**config.mk**
```make
export PLATFORM = sky130hd
export DESIGN_NAME = model
export DESIGN_NICKNAME = d
export VERILOG_FILES = /design/src/hw/cnn_weights_pkg.sv /design/src/hw/cnn_types_pkg.sv /design/src/hw/model.sv /design/src/hw/conv2d.sv /design/src/hw/conv_ctrl_fsm.sv /design/src/hw/conv_mac.sv /design/src/hw/conv_line_buffer.sv /design/src/hw/conv_pos_counter.sv
export SDC_FILE = /design/constraint.sdc
export NUM_CORES = 2
export LEC_CHECK = 0
export ABC_AREA = 1
export BUFFER_PORTS_ARGS = -buffer_cell sky130_fd_sc_hd__buf_2
export CELL_PAD_IN_SITES_DETAIL_PLACEMENT = 0
export CELL_PAD_IN_SITES_GLOBAL_PLACEMENT = 1
export CORE_AREA = 3 3 446 448
export DETAILED_ROUTE_END_ITERATION = 7
export DIE_AREA = 0 0 449 451
export PLACE_DENSITY_LB_ADDON = 0.2
export REMOVE_ABC_BUFFERS = 1
export SYNTH_ARGS = -nofsm -noshare
export SYNTH_HDL_FRONTEND = slang
export SYNTH_HIERARCHICAL = 1
export SYNTH_SLANG_ARGS = --single-unit
```
**constraint.sdc**
```tcl
create_clock -name clk -period 10.9 [get_ports clk]
set_input_delay 1.09 -clock clk [delete_from_list [all_inputs] [get_ports clk]]
set_output_delay 1.09 -clock clk [all_outputs]
set_load 0.005 [all_outputs]
```
**src/hw/cnn_weights_pkg.sv**
```systemverilog
// layer geometry and fixed coefficient tables for both convolution layers
package cnn_weights_pkg;

    localparam int KERNEL_SIZE = 3;

    localparam int L1_IN_CH = 1;
    localparam int L1_OUT_CH = 2;
    localparam int L1_STRIDE = 1;

    localparam int L2_IN_CH = L1_OUT_CH;
    localparam int L2_OUT_CH = 2;
    localparam int L2_STRIDE = 2;

    typedef logic signed [31:0] weight_t;

    // tables are indexed [out channel][in channel][row][col]
    // 4096 stands for 1.0
    localparam weight_t L1_WEIGHTS [L1_OUT_CH][L1_IN_CH][KERNEL_SIZE][KERNEL_SIZE] = '{
        '{'{'{1024, 1024, 1024}, '{1024, 4096, 1024}, '{1024, 1024, 1024}}},
        '{'{'{-2048, -2048, -2048}, '{-2048, 2048, -2048}, '{-2048, -2048, -2048}}}
    };

    localparam weight_t L1_BIAS [L1_OUT_CH] = '{512, -256};

    localparam weight_t L2_WEIGHTS [L2_OUT_CH][L2_IN_CH][KERNEL_SIZE][KERNEL_SIZE] = '{
        '{'{'{1024, 512, 1024}, '{512, 2048, 512}, '{1024, 512, 1024}},
          '{'{-512, 0, 512}, '{-1024, 0, 1024}, '{-512, 0, 512}}},
        '{'{'{256, 256, 256}, '{256, 256, 256}, '{256, 256, 256}},
          '{'{2048, -1024, 0}, '{-1024, 1024, 0}, '{0, 0, -2048}}}
    };

    localparam weight_t L2_BIAS [L2_OUT_CH] = '{-1024, 2048};

    function automatic weight_t layer_weight(input int layer, input int oc, input int ic,
                                             input int row, input int col);
        weight_t w;
        w = '0;
        if (layer == 1 && ic < L1_IN_CH)
            w = L1_WEIGHTS[oc][ic][row][col];
        else if (layer == 2)
            w = L2_WEIGHTS[oc][ic][row][col];
        return w;
    endfunction

    function automatic weight_t layer_bias(input int layer, input int oc);
        weight_t b;
        b = (layer == 1) ? L1_BIAS[oc] : L2_BIAS[oc];
        return b;
    endfunction

endpackage

```
**src/hw/cnn_types_pkg.sv**
```systemverilog
// numeric, stream and control types shared by every convolution layer
package cnn_types_pkg;

    // stream values are signed fixed point with FRAC_BITS fraction bits
    localparam int VALUE_BITS = 18;
    localparam int FRAC_BITS = 12;

    // wide enough for bias plus 9 products per input channel
    localparam int ACC_BITS = 48;

    // widest channel vector a stream beat can carry
    localparam int MAX_CH = 2;
    localparam int CH_BITS = $clog2(MAX_CH);

    typedef logic signed [VALUE_BITS-1:0] value_t;
    typedef logic signed [ACC_BITS-1:0] acc_t;

    // one channel vector per transfer
    typedef struct packed {
        value_t [MAX_CH-1:0] data;
        logic                last;
    } pix_beat_t;

    typedef enum logic [1:0] {
        ST_FILL,
        ST_MAC,
        ST_OUT
    } ctrl_state_e;

    typedef enum logic [1:0] {
        MAC_IDLE,
        MAC_LOAD_BIAS,
        MAC_ACC,
        MAC_FINISH
    } mac_op_e;

endpackage
```
**src/hw/model.sv**
```systemverilog
// two-layer streaming convolution core for single-channel square images
`timescale 1ns/10ps
module model
    import cnn_types_pkg::*;
    import cnn_weights_pkg::*;
#(
    parameter int IMG_WIDTH = 8,
    parameter int N         = FRAC_BITS
) (
    input  logic      clk,
    input  logic      i_rst_n,
    input  pix_beat_t i_beat,
    input  logic      i_valid,
    output logic      o_ready,
    output pix_beat_t o_beat,
    output logic      o_valid,
    input  logic      i_out_ready
);
    // layer 2 sees the unpadded layer 1 map
    localparam int L2_WIDTH = IMG_WIDTH - KERNEL_SIZE + 1;

    pix_beat_t l1_beat;
    logic      l1_valid;
    logic      l2_ready;

    conv2d #(
        .LAYER (1),
        .WIDTH (IMG_WIDTH),
        .STRIDE(L1_STRIDE),
        .IN_CH (L1_IN_CH),
        .OUT_CH(L1_OUT_CH),
        .N     (N)
    ) u_layer1 (
        .clk        (clk),
        .i_rst_n    (i_rst_n),
        .i_beat     (i_beat),
        .i_valid    (i_valid),
        .o_ready    (o_ready),
        .o_beat     (l1_beat),
        .o_valid    (l1_valid),
        .i_out_ready(l2_ready)
    );

    conv2d #(
        .LAYER (2),
        .WIDTH (L2_WIDTH),
        .STRIDE(L2_STRIDE),
        .IN_CH (L2_IN_CH),
        .OUT_CH(L2_OUT_CH),
        .N     (N)
    ) u_layer2 (
        .clk        (clk),
        .i_rst_n    (i_rst_n),
        .i_beat     (l1_beat),
        .i_valid    (l1_valid),
        .o_ready    (l2_ready),
        .o_beat     (o_beat),
        .o_valid    (o_valid),
        .i_out_ready(i_out_ready)
    );

endmodule

```
**src/hw/conv2d.sv**
```systemverilog
// one streaming 3x3 convolution layer with valid/ready on both sides
`timescale 1ns/10ps
module conv2d
    import cnn_types_pkg::*;
    import cnn_weights_pkg::*;
#(
    parameter int LAYER  = 1,
    parameter int WIDTH  = 8,
    parameter int STRIDE = 1,
    parameter int IN_CH  = 1,
    parameter int OUT_CH = 2,
    parameter int N      = FRAC_BITS
) (
    input  logic      clk,
    input  logic      i_rst_n,
    input  pix_beat_t i_beat,
    input  logic      i_valid,
    output logic      o_ready,
    output pix_beat_t o_beat,
    output logic      o_valid,
    input  logic      i_out_ready
);
    localparam int CW = $clog2(WIDTH);

    logic               accept;
    logic [CW-1:0]      col;
    logic [CW-1:0]      row;
    logic               window_done;
    logic               image_done;
    mac_op_e            mac_op;
    logic [1:0]         tap_row;
    logic [1:0]         tap_col;
    logic [CH_BITS-1:0] tap_ch;
    logic [CH_BITS-1:0] out_ch;
    value_t             tap_val;
    value_t             mac_result;
    weight_t            coeff;
    pix_beat_t          fsm_beat;
    logic               fsm_last;

    assign accept = i_valid && o_ready;

    // bias rides the coefficient port during a bias load
    always_comb begin
        if (mac_op == MAC_LOAD_BIAS)
            coeff = layer_bias(LAYER, int'(out_ch));
        else
            coeff = layer_weight(LAYER, int'(out_ch), int'(tap_ch), int'(tap_row),
                                 int'(tap_col));
    end

    // an input last realigns the position to the image start
    conv_pos_counter #(.WIDTH(WIDTH), .STRIDE(STRIDE)) u_pos (
        .clk          (clk),
        .i_rst_n      (i_rst_n),
        .i_step       (accept),
        .i_clear      (accept && i_beat.last),
        .o_col        (col),
        .o_row        (row),
        .o_window_done(window_done),
        .o_image_done (image_done)
    );

    conv_line_buffer #(.WIDTH(WIDTH), .IN_CH(IN_CH)) u_lines (
        .clk      (clk),
        .i_rst_n  (i_rst_n),
        .i_wr_en  (accept),
        .i_col    (col),
        .i_row    (row),
        .i_beat   (i_beat),
        .i_tap_row(tap_row),
        .i_tap_col(tap_col),
        .i_tap_ch (tap_ch),
        .o_tap    (tap_val)
    );

    conv_mac #(.N(N)) u_mac (
        .clk     (clk),
        .i_rst_n (i_rst_n),
        .i_op    (mac_op),
        .i_coeff (coeff),
        .i_pixel (tap_val),
        .o_result(mac_result)
    );

    conv_ctrl_fsm #(.LAYER(LAYER), .IN_CH(IN_CH), .OUT_CH(OUT_CH)) u_ctrl (
        .clk          (clk),
        .i_rst_n      (i_rst_n),
        .i_valid      (i_valid),
        .o_ready      (o_ready),
        .i_window_done(window_done),
        .i_image_done (image_done),
        .i_out_ready  (i_out_ready),
        .o_valid      (o_valid),
        .o_last       (fsm_last),
        .o_op         (mac_op),
        .o_tap_row    (tap_row),
        .o_tap_col    (tap_col),
        .o_tap_ch     (tap_ch),
        .o_out_ch     (out_ch),
        .i_result     (mac_result),
        .o_beat       (fsm_beat)
    );

    always_comb begin
        o_beat      = fsm_beat;
        o_beat.last = fsm_last;
    end

endmodule

```
**src/hw/conv_ctrl_fsm.sv**
```systemverilog
// layer sequencer for pixel intake, per-channel tap sweep and result handoff
`timescale 1ns/10ps
module conv_ctrl_fsm
    import cnn_types_pkg::*;
#(
    parameter int LAYER  = 1,
    parameter int IN_CH  = 1,
    parameter int OUT_CH = 2
) (
    input  logic               clk,
    input  logic               i_rst_n,
    input  logic               i_valid,
    output logic               o_ready,
    input  logic               i_window_done,
    input  logic               i_image_done,
    input  logic               i_out_ready,
    output logic               o_valid,
    output logic               o_last,
    output mac_op_e            o_op,
    output logic [1:0]         o_tap_row,
    output logic [1:0]         o_tap_col,
    output logic [CH_BITS-1:0] o_tap_ch,
    output logic [CH_BITS-1:0] o_out_ch,
    input  value_t             i_result,
    output pix_beat_t          o_beat
);
    ctrl_state_e        state;
    logic [CH_BITS-1:0] oc_q;
    logic [CH_BITS-1:0] ch_q;
    logic [1:0]         row_q;
    logic [1:0]         col_q;
    logic               bias_q;
    logic               fin_q;
    logic               last_q;
    logic               last_tap;
    logic               first_tap;
    value_t             res_q [MAX_CH];

    if (LAYER < 1 || LAYER > 2 || IN_CH > MAX_CH || OUT_CH > MAX_CH) begin : g_bad_cfg
        $error("conv_ctrl_fsm layer %0d has an unsupported configuration", LAYER);
    end

    assign o_ready   = (state == ST_FILL);
    assign o_valid   = (state == ST_OUT);
    assign o_last    = last_q;
    assign o_tap_row = row_q;
    assign o_tap_col = col_q;
    assign o_tap_ch  = ch_q;
    assign o_out_ch  = oc_q;

    assign last_tap  = (col_q == 2'd2) && (row_q == 2'd2) && (int'(ch_q) == IN_CH - 1);
    assign first_tap = (col_q == 2'd0) && (row_q == 2'd0) && (ch_q == '0);

    always_comb begin
        o_op = MAC_IDLE;
        if (state == ST_MAC) begin
            if (fin_q)
                o_op = MAC_FINISH;
            else if (bias_q)
                o_op = MAC_LOAD_BIAS;
            else
                o_op = MAC_ACC;
        end
    end

    always_ff @(posedge clk or negedge i_rst_n) begin
        if (!i_rst_n) begin
            state  <= ST_FILL;
            oc_q   <= '0;
            ch_q   <= '0;
            row_q  <= '0;
            col_q  <= '0;
            bias_q <= 1'b0;
            fin_q  <= 1'b0;
            last_q <= 1'b0;
        end else begin
            case (state)
                ST_FILL: begin
                    if (i_valid && i_window_done) begin
                        state  <= ST_MAC;
                        oc_q   <= '0;
                        bias_q <= 1'b1;
                        fin_q  <= 1'b0;
                        last_q <= i_image_done;
                    end
                end
                ST_MAC: begin
                    if (fin_q) begin
                        state <= ST_OUT;
                    end else if (bias_q) begin
                        bias_q <= 1'b0;
                    end else if (last_tap) begin
                        col_q <= '0;
                        row_q <= '0;
                        ch_q  <= '0;
                        if (int'(oc_q) == OUT_CH - 1) begin
                            fin_q <= 1'b1;
                        end else begin
                            oc_q   <= oc_q + 1'b1;
                            bias_q <= 1'b1;
                        end
                    end else if (col_q == 2'd2) begin
                        col_q <= '0;
                        if (row_q == 2'd2) begin
                            row_q <= '0;
                            ch_q  <= ch_q + 1'b1;
                        end else begin
                            row_q <= row_q + 1'b1;
                        end
                    end else begin
                        col_q <= col_q + 1'b1;
                    end
                end
                ST_OUT: begin
                    if (i_out_ready)
                        state <= ST_FILL;
                end
                default: state <= ST_FILL;
            endcase
        end
    end

    // earlier channels are picked up on the first tap after their hand-off
    always_ff @(posedge clk) begin
        if (state == ST_MAC && !bias_q && !fin_q && first_tap && oc_q != '0)
            res_q[oc_q - 1'b1] <= i_result;
    end

    // final channel stays in the MAC result register until the next bias load
    always_comb begin
        o_beat = '0;
        for (int i = 0; i < OUT_CH - 1; i++) begin
            o_beat.data[i] = res_q[i];
        end
        o_beat.data[OUT_CH-1] = i_result;
    end

    // a stalled result keeps its beat until downstream takes it
    out_held_until_taken: assert property (@(posedge clk) disable iff (!i_rst_n)
        (o_valid && !i_out_ready) |=> (o_valid && $stable(o_beat) && $stable(o_last)));

endmodule

```
**src/hw/conv_mac.sv**
```systemverilog
// sequential multiply-accumulate with bias preload, fraction shift and saturation
`timescale 1ns/10ps
module conv_mac
    import cnn_types_pkg::*;
    import cnn_weights_pkg::*;
#(
    parameter int N = FRAC_BITS
) (
    input  logic    clk,
    input  logic    i_rst_n,
    input  mac_op_e i_op,
    input  weight_t i_coeff,
    input  value_t  i_pixel,
    output value_t  o_result
);
    localparam acc_t SAT_MAX = (acc_t'(1) <<< (VALUE_BITS - 1)) - acc_t'(1);
    localparam acc_t SAT_MIN = -SAT_MAX - acc_t'(1);

    acc_t   acc;
    acc_t   scaled;
    value_t sat_val;

    // bias is scaled up to match the product fraction bits
    always_ff @(posedge clk) begin
        case (i_op)
            MAC_LOAD_BIAS: acc <= acc_t'(i_coeff) <<< N;
            MAC_ACC:       acc <= acc + acc_t'(i_coeff) * acc_t'(i_pixel);
            default: ;
        endcase
    end

    assign scaled = acc >>> N;

    always_comb begin
        if (scaled > SAT_MAX)
            sat_val = value_t'(SAT_MAX);
        else if (scaled < SAT_MIN)
            sat_val = value_t'(SAT_MIN);
        else
            sat_val = value_t'(scaled);
    end

    // a bias load also hands out the channel that just finished
    always_ff @(posedge clk or negedge i_rst_n) begin
        if (!i_rst_n)
            o_result <= '0;
        else if (i_op == MAC_LOAD_BIAS || i_op == MAC_FINISH)
            o_result <= sat_val;
    end

    no_acc_after_idle: assert property (@(posedge clk) disable iff (!i_rst_n)
        (i_op == MAC_IDLE) |=> (i_op != MAC_ACC));

endmodule

```
**src/hw/conv_line_buffer.sv**
```systemverilog
// three-row circular pixel store per input channel with a combinational window tap
`timescale 1ns/10ps
module conv_line_buffer
    import cnn_types_pkg::*;
#(
    parameter int WIDTH = 8,
    parameter int IN_CH = 1
) (
    input  logic                     clk,
    input  logic                     i_rst_n,
    input  logic                     i_wr_en,
    input  logic [$clog2(WIDTH)-1:0] i_col,
    input  logic [$clog2(WIDTH)-1:0] i_row,
    input  pix_beat_t                i_beat,
    input  logic [1:0]               i_tap_row,
    input  logic [1:0]               i_tap_col,
    input  logic [CH_BITS-1:0]       i_tap_ch,
    output value_t                   o_tap
);
    localparam int CW = $clog2(WIDTH);

    value_t        mem [IN_CH][3][WIDTH];
    logic [1:0]    wr_slot;
    logic [1:0]    last_slot;
    logic [CW-1:0] last_col;
    logic [2:0]    slot_sum;
    logic [1:0]    rd_slot;
    logic [CW-1:0] rd_col;

    assign wr_slot = 2'(i_row % 3);

    always_ff @(posedge clk) begin
        if (i_wr_en) begin
            for (int ch = 0; ch < IN_CH; ch++) begin
                mem[ch][wr_slot][i_col] <= i_beat.data[ch];
            end
        end
    end

    // the tap window ends at the newest written pixel
    always_ff @(posedge clk or negedge i_rst_n) begin
        if (!i_rst_n) begin
            last_slot <= '0;
            last_col  <= '0;
        end else if (i_wr_en) begin
            last_slot <= wr_slot;
            last_col  <= i_col;
        end
    end

    // top window row is the slot right after the newest row
    assign slot_sum = 3'(last_slot) + 3'd1 + 3'(i_tap_row);
    assign rd_slot  = (slot_sum >= 3'd3) ? 2'(slot_sum - 3'd3) : slot_sum[1:0];
    assign rd_col   = last_col - CW'(2) + CW'(i_tap_col);

    assign o_tap = mem[i_tap_ch][rd_slot][rd_col];

endmodule

```
**src/hw/conv_pos_counter.sv**
```systemverilog
// pixel position counter that flags each completed stride-aligned 3x3 window
`timescale 1ns/10ps
module conv_pos_counter #(
    parameter int WIDTH = 8,
    parameter int STRIDE = 1
) (
    input  logic                     clk,
    input  logic                     i_rst_n,
    input  logic                     i_step,
    input  logic                     i_clear,
    output logic [$clog2(WIDTH)-1:0] o_col,
    output logic [$clog2(WIDTH)-1:0] o_row,
    output logic                     o_window_done,
    output logic                     o_image_done
);
    // bottom-right corner of the last window along a row or column
    localparam int LAST_POS = 2 + ((WIDTH - 3) / STRIDE) * STRIDE;

    logic col_hit;
    logic row_hit;

    always_ff @(posedge clk or negedge i_rst_n) begin
        if (!i_rst_n) begin
            o_col <= '0;
            o_row <= '0;
        end else if (i_clear) begin
            o_col <= '0;
            o_row <= '0;
        end else if (i_step) begin
            if (int'(o_col) == WIDTH - 1) begin
                o_col <= '0;
                if (int'(o_row) == WIDTH - 1)
                    o_row <= '0;
                else
                    o_row <= o_row + 1'b1;
            end else begin
                o_col <= o_col + 1'b1;
            end
        end
    end

    // window corner needs two rows and two columns behind it
    assign col_hit = (o_col >= 2) && (((int'(o_col) - 2) % STRIDE) == 0);
    assign row_hit = (o_row >= 2) && (((int'(o_row) - 2) % STRIDE) == 0);

    assign o_window_done = col_hit && row_hit;
    assign o_image_done  = o_window_done && (int'(o_col) == LAST_POS)
                           && (int'(o_row) == LAST_POS);

    col_in_range: assert property (@(posedge clk) disable iff (!i_rst_n)
        int'(o_col) < WIDTH);

endmodule

```
==> key figures <==
Routing
  • Post-route DRC violation count: 0
  • Vias: about 69000
  • Final wirelength: about 250 mm
  • ANT nets after route: 0
  • Vias per cell: slightly above 5
  • Drt pass-1 iters: 6
  • DR iter-0 viols: approximately 4700
  • Routed WL per cell: 19.0 um

Run status
  • Status: completed

Setup path
  • Critical Path RT: 11400 ps
  • Slowest stage cell, crit path: fa_1
  • Critical path class: reg2reg
  • Worst R2R End: u_layer2/u_mac/acc[46]
  • Reg2reg setup slack: around 740 ps
  • Critical path's largest stage delay: between 800 and 900 ps
  • Worst setup SP type: register
  • Crit path max fanout: 22
  • Worst Setup End Kind: register
  • Most frequent CP cell: nand2_1
  • Worst reg2reg startpoint: u_layer2/u_ctrl/o_tap_row[0]
  • Worst EP arrival: around 11000 ps
  • Reg2Reg Depth: 37

Global routing
  • GRT Total Usage: between 20% and 30%
  • Vias in the first global route: a little over 70000
  • First-pass GRT wire length: between 400 and 500 mm
  • Largest net degree at the start of global routing: approximately 170
  • Total gr overflow: 0
  • Initial antenna violation count: 1

Timing
  • RSZ-0062 raised after global routing: no
  • Slew HR: around 23%
  • Fin Hold WS: about 240 ps
  • Clock skew: approximately 66 ps
  • Final period util: 93.2%
  • Setup-failing EPs final: 0
  • Worst-Margin Slew: approximately 1200 ps
  • Final hold viol count: 0
  • Max-slew violations: 0
  • FMAX: just under 100 MHz
  • Period minus WS final: 10160 ps

Floorplan
  • Chip width: 449 um
  • Full die area: between 0.2 and 0.25 mm2
  • Rows: around 160
  • Die H: 451 um
  • Starting Density: about 51%
  • Top Ports: 80
  • Core area: 0.195 mm2

Placed design
  • Placed cell areas: slightly above 0.1 mm2
  • Hpwl dp: around 180 mm
  • GP Congestion: just over 0.9
  • PortBufs: slightly above 60

Layout
  • Finished Cell Area: 0.107 mm2
  • Fin util: a little over half
  • ANT cells: 0
  • Nets@finish: roughly 12000
  • Layout cell share with drive strength beyond 1: under 10%
  • Syn-to-layout area delta: 7.48%

Clocking
  • Clk sinks: around 1300
  • Inserted Clock Buffers: approximately 140
  • CTS Buffer Depth: 3
  • Worst-path clk slew: approximately 60 ps
  • Post-CTS setup buffers: 0
  • Hold buffers post-CTS: 0
  • Clk_lat worst skew: approximately 800 ps
  • H-tree depth: 4
  • CTS tree: yes
  • CTS Root Cell: clkbuf_16

Logic synthesis
  • Cells after synthesis: between 10000 and 15000
  • Cell area after synthesis: 0.0994 mm2
  • Post-Syn Area per Cell: just over 9 um2
  • Syn. warnings: 6

Worst hold path
  • Worst hold path type: in2async

Job
  • Max Cap Viol: 0
==> sequential cells by signal, summed over array words and instances, names as in the netlist, 3 cells and up <==
register	flops
u_layer1/u_ctrl/res_q	18
u_layer1/u_lines/last_col	3
u_layer1/u_lines/mem	432
u_layer1/u_mac/acc	48
u_layer1/u_mac/o_result	18
u_layer1/u_pos/o_col	3
u_layer1/u_pos/o_row	3
u_layer2/u_ctrl/res_q	18
u_layer2/u_lines/last_col	3
u_layer2/u_lines/mem	648
u_layer2/u_mac/acc	48
u_layer2/u_mac/o_result	18
u_layer2/u_pos/o_col	3
u_layer2/u_pos/o_row	3
==> cell usage in the layout (no fill, tap or decap), drive strengths merged, types with 6 or more instances in the layout <==
cell      count
xnor2        22
nand3       697
nor2        620
a31oi         9
nand4        46
nor4          7
clkbuf      179
buf         218
fa         1170
conb         16
a21boi       92
o22ai        25
o21ai       324
or2          20
a21oi       137
inv        2152
nand3b       72
and2         11
ha          295
edfxtp     1212
dfrtp        80
xor2          9
nand2      3231
o21bai       15
bufinv        7
nor3          8
clkinv       73
clkinvlp      6
==> cell type report <==
class                   count  area (um2)
fillers                 17618       88200
multi-input cells        6837       50700
flip-flops and latches   1292       38400
inverters                2157        8110
clock buffers             179        3770
well taps                2624        3280
repair buffers            218        1660
clock inverters            81         920
==> what timing repair did <==
action                                  4_1_cts  5_1_grt
endpoints found under the hold margin         0        0
endpoints found under the setup margin        0        3
gates resized for setup                       0        1
==> worst max path at each step <==
stage | startpoint | to | slack, ps | cells past startpoint
5_1_grt | u_layer2/u_ctrl/o_tap_row[0] | u_layer2/u_mac/acc[42] | 120 | 37
3_3_place_gp | u_layer2/u_ctrl/o_tap_row[0] | u_layer2/u_mac/acc[47] | 750 | 37
3_5_place_dp | u_layer2/u_ctrl/o_tap_row[0] | u_layer2/u_mac/acc[46] | 680 | 37
6_report | u_layer2/u_ctrl/o_tap_row[0] | u_layer2/u_mac/acc[46] | 740 | 37
2_1_floorplan | u_layer2/u_ctrl/o_tap_ch | u_layer2/u_mac/acc[47] | -15090 | 25
4_1_cts | u_layer2/u_ctrl/o_tap_row[0] | u_layer2/u_mac/acc[46] | 610 | 37
==> layer usage <==
layer	part of all wire, %	global-route usage (%)
met1	42	33.8
met2	50	45.0
met3	4.5	2.76
met4	2.9	7.12
met5	0.0051	0
==> worst max-delay path, delay by kind of cell (launching register included) <==
kind / cells / cell delay [ps]
adder cells (fa/ha/maj): 11 / 5120
AND/OR/NAND/NOR: 21 / 3600
buffers and inverters: 5 / 600
flip-flops: 1 / 520
==> per-stage QoR <==
stage                     std cells  setup slack (ps)  setup TNS, ps
after global routing          13388               124              0
final                         13388               743              0
after global placement        13128               748              0
after floorplan               10286            -15090        -585370
after CTS                     13388               614              0
after detailed placement      13128               679              0
Power is not shown: default switching activity piles up to over one toggle a cycle in this logic, so the estimate is an artifact.
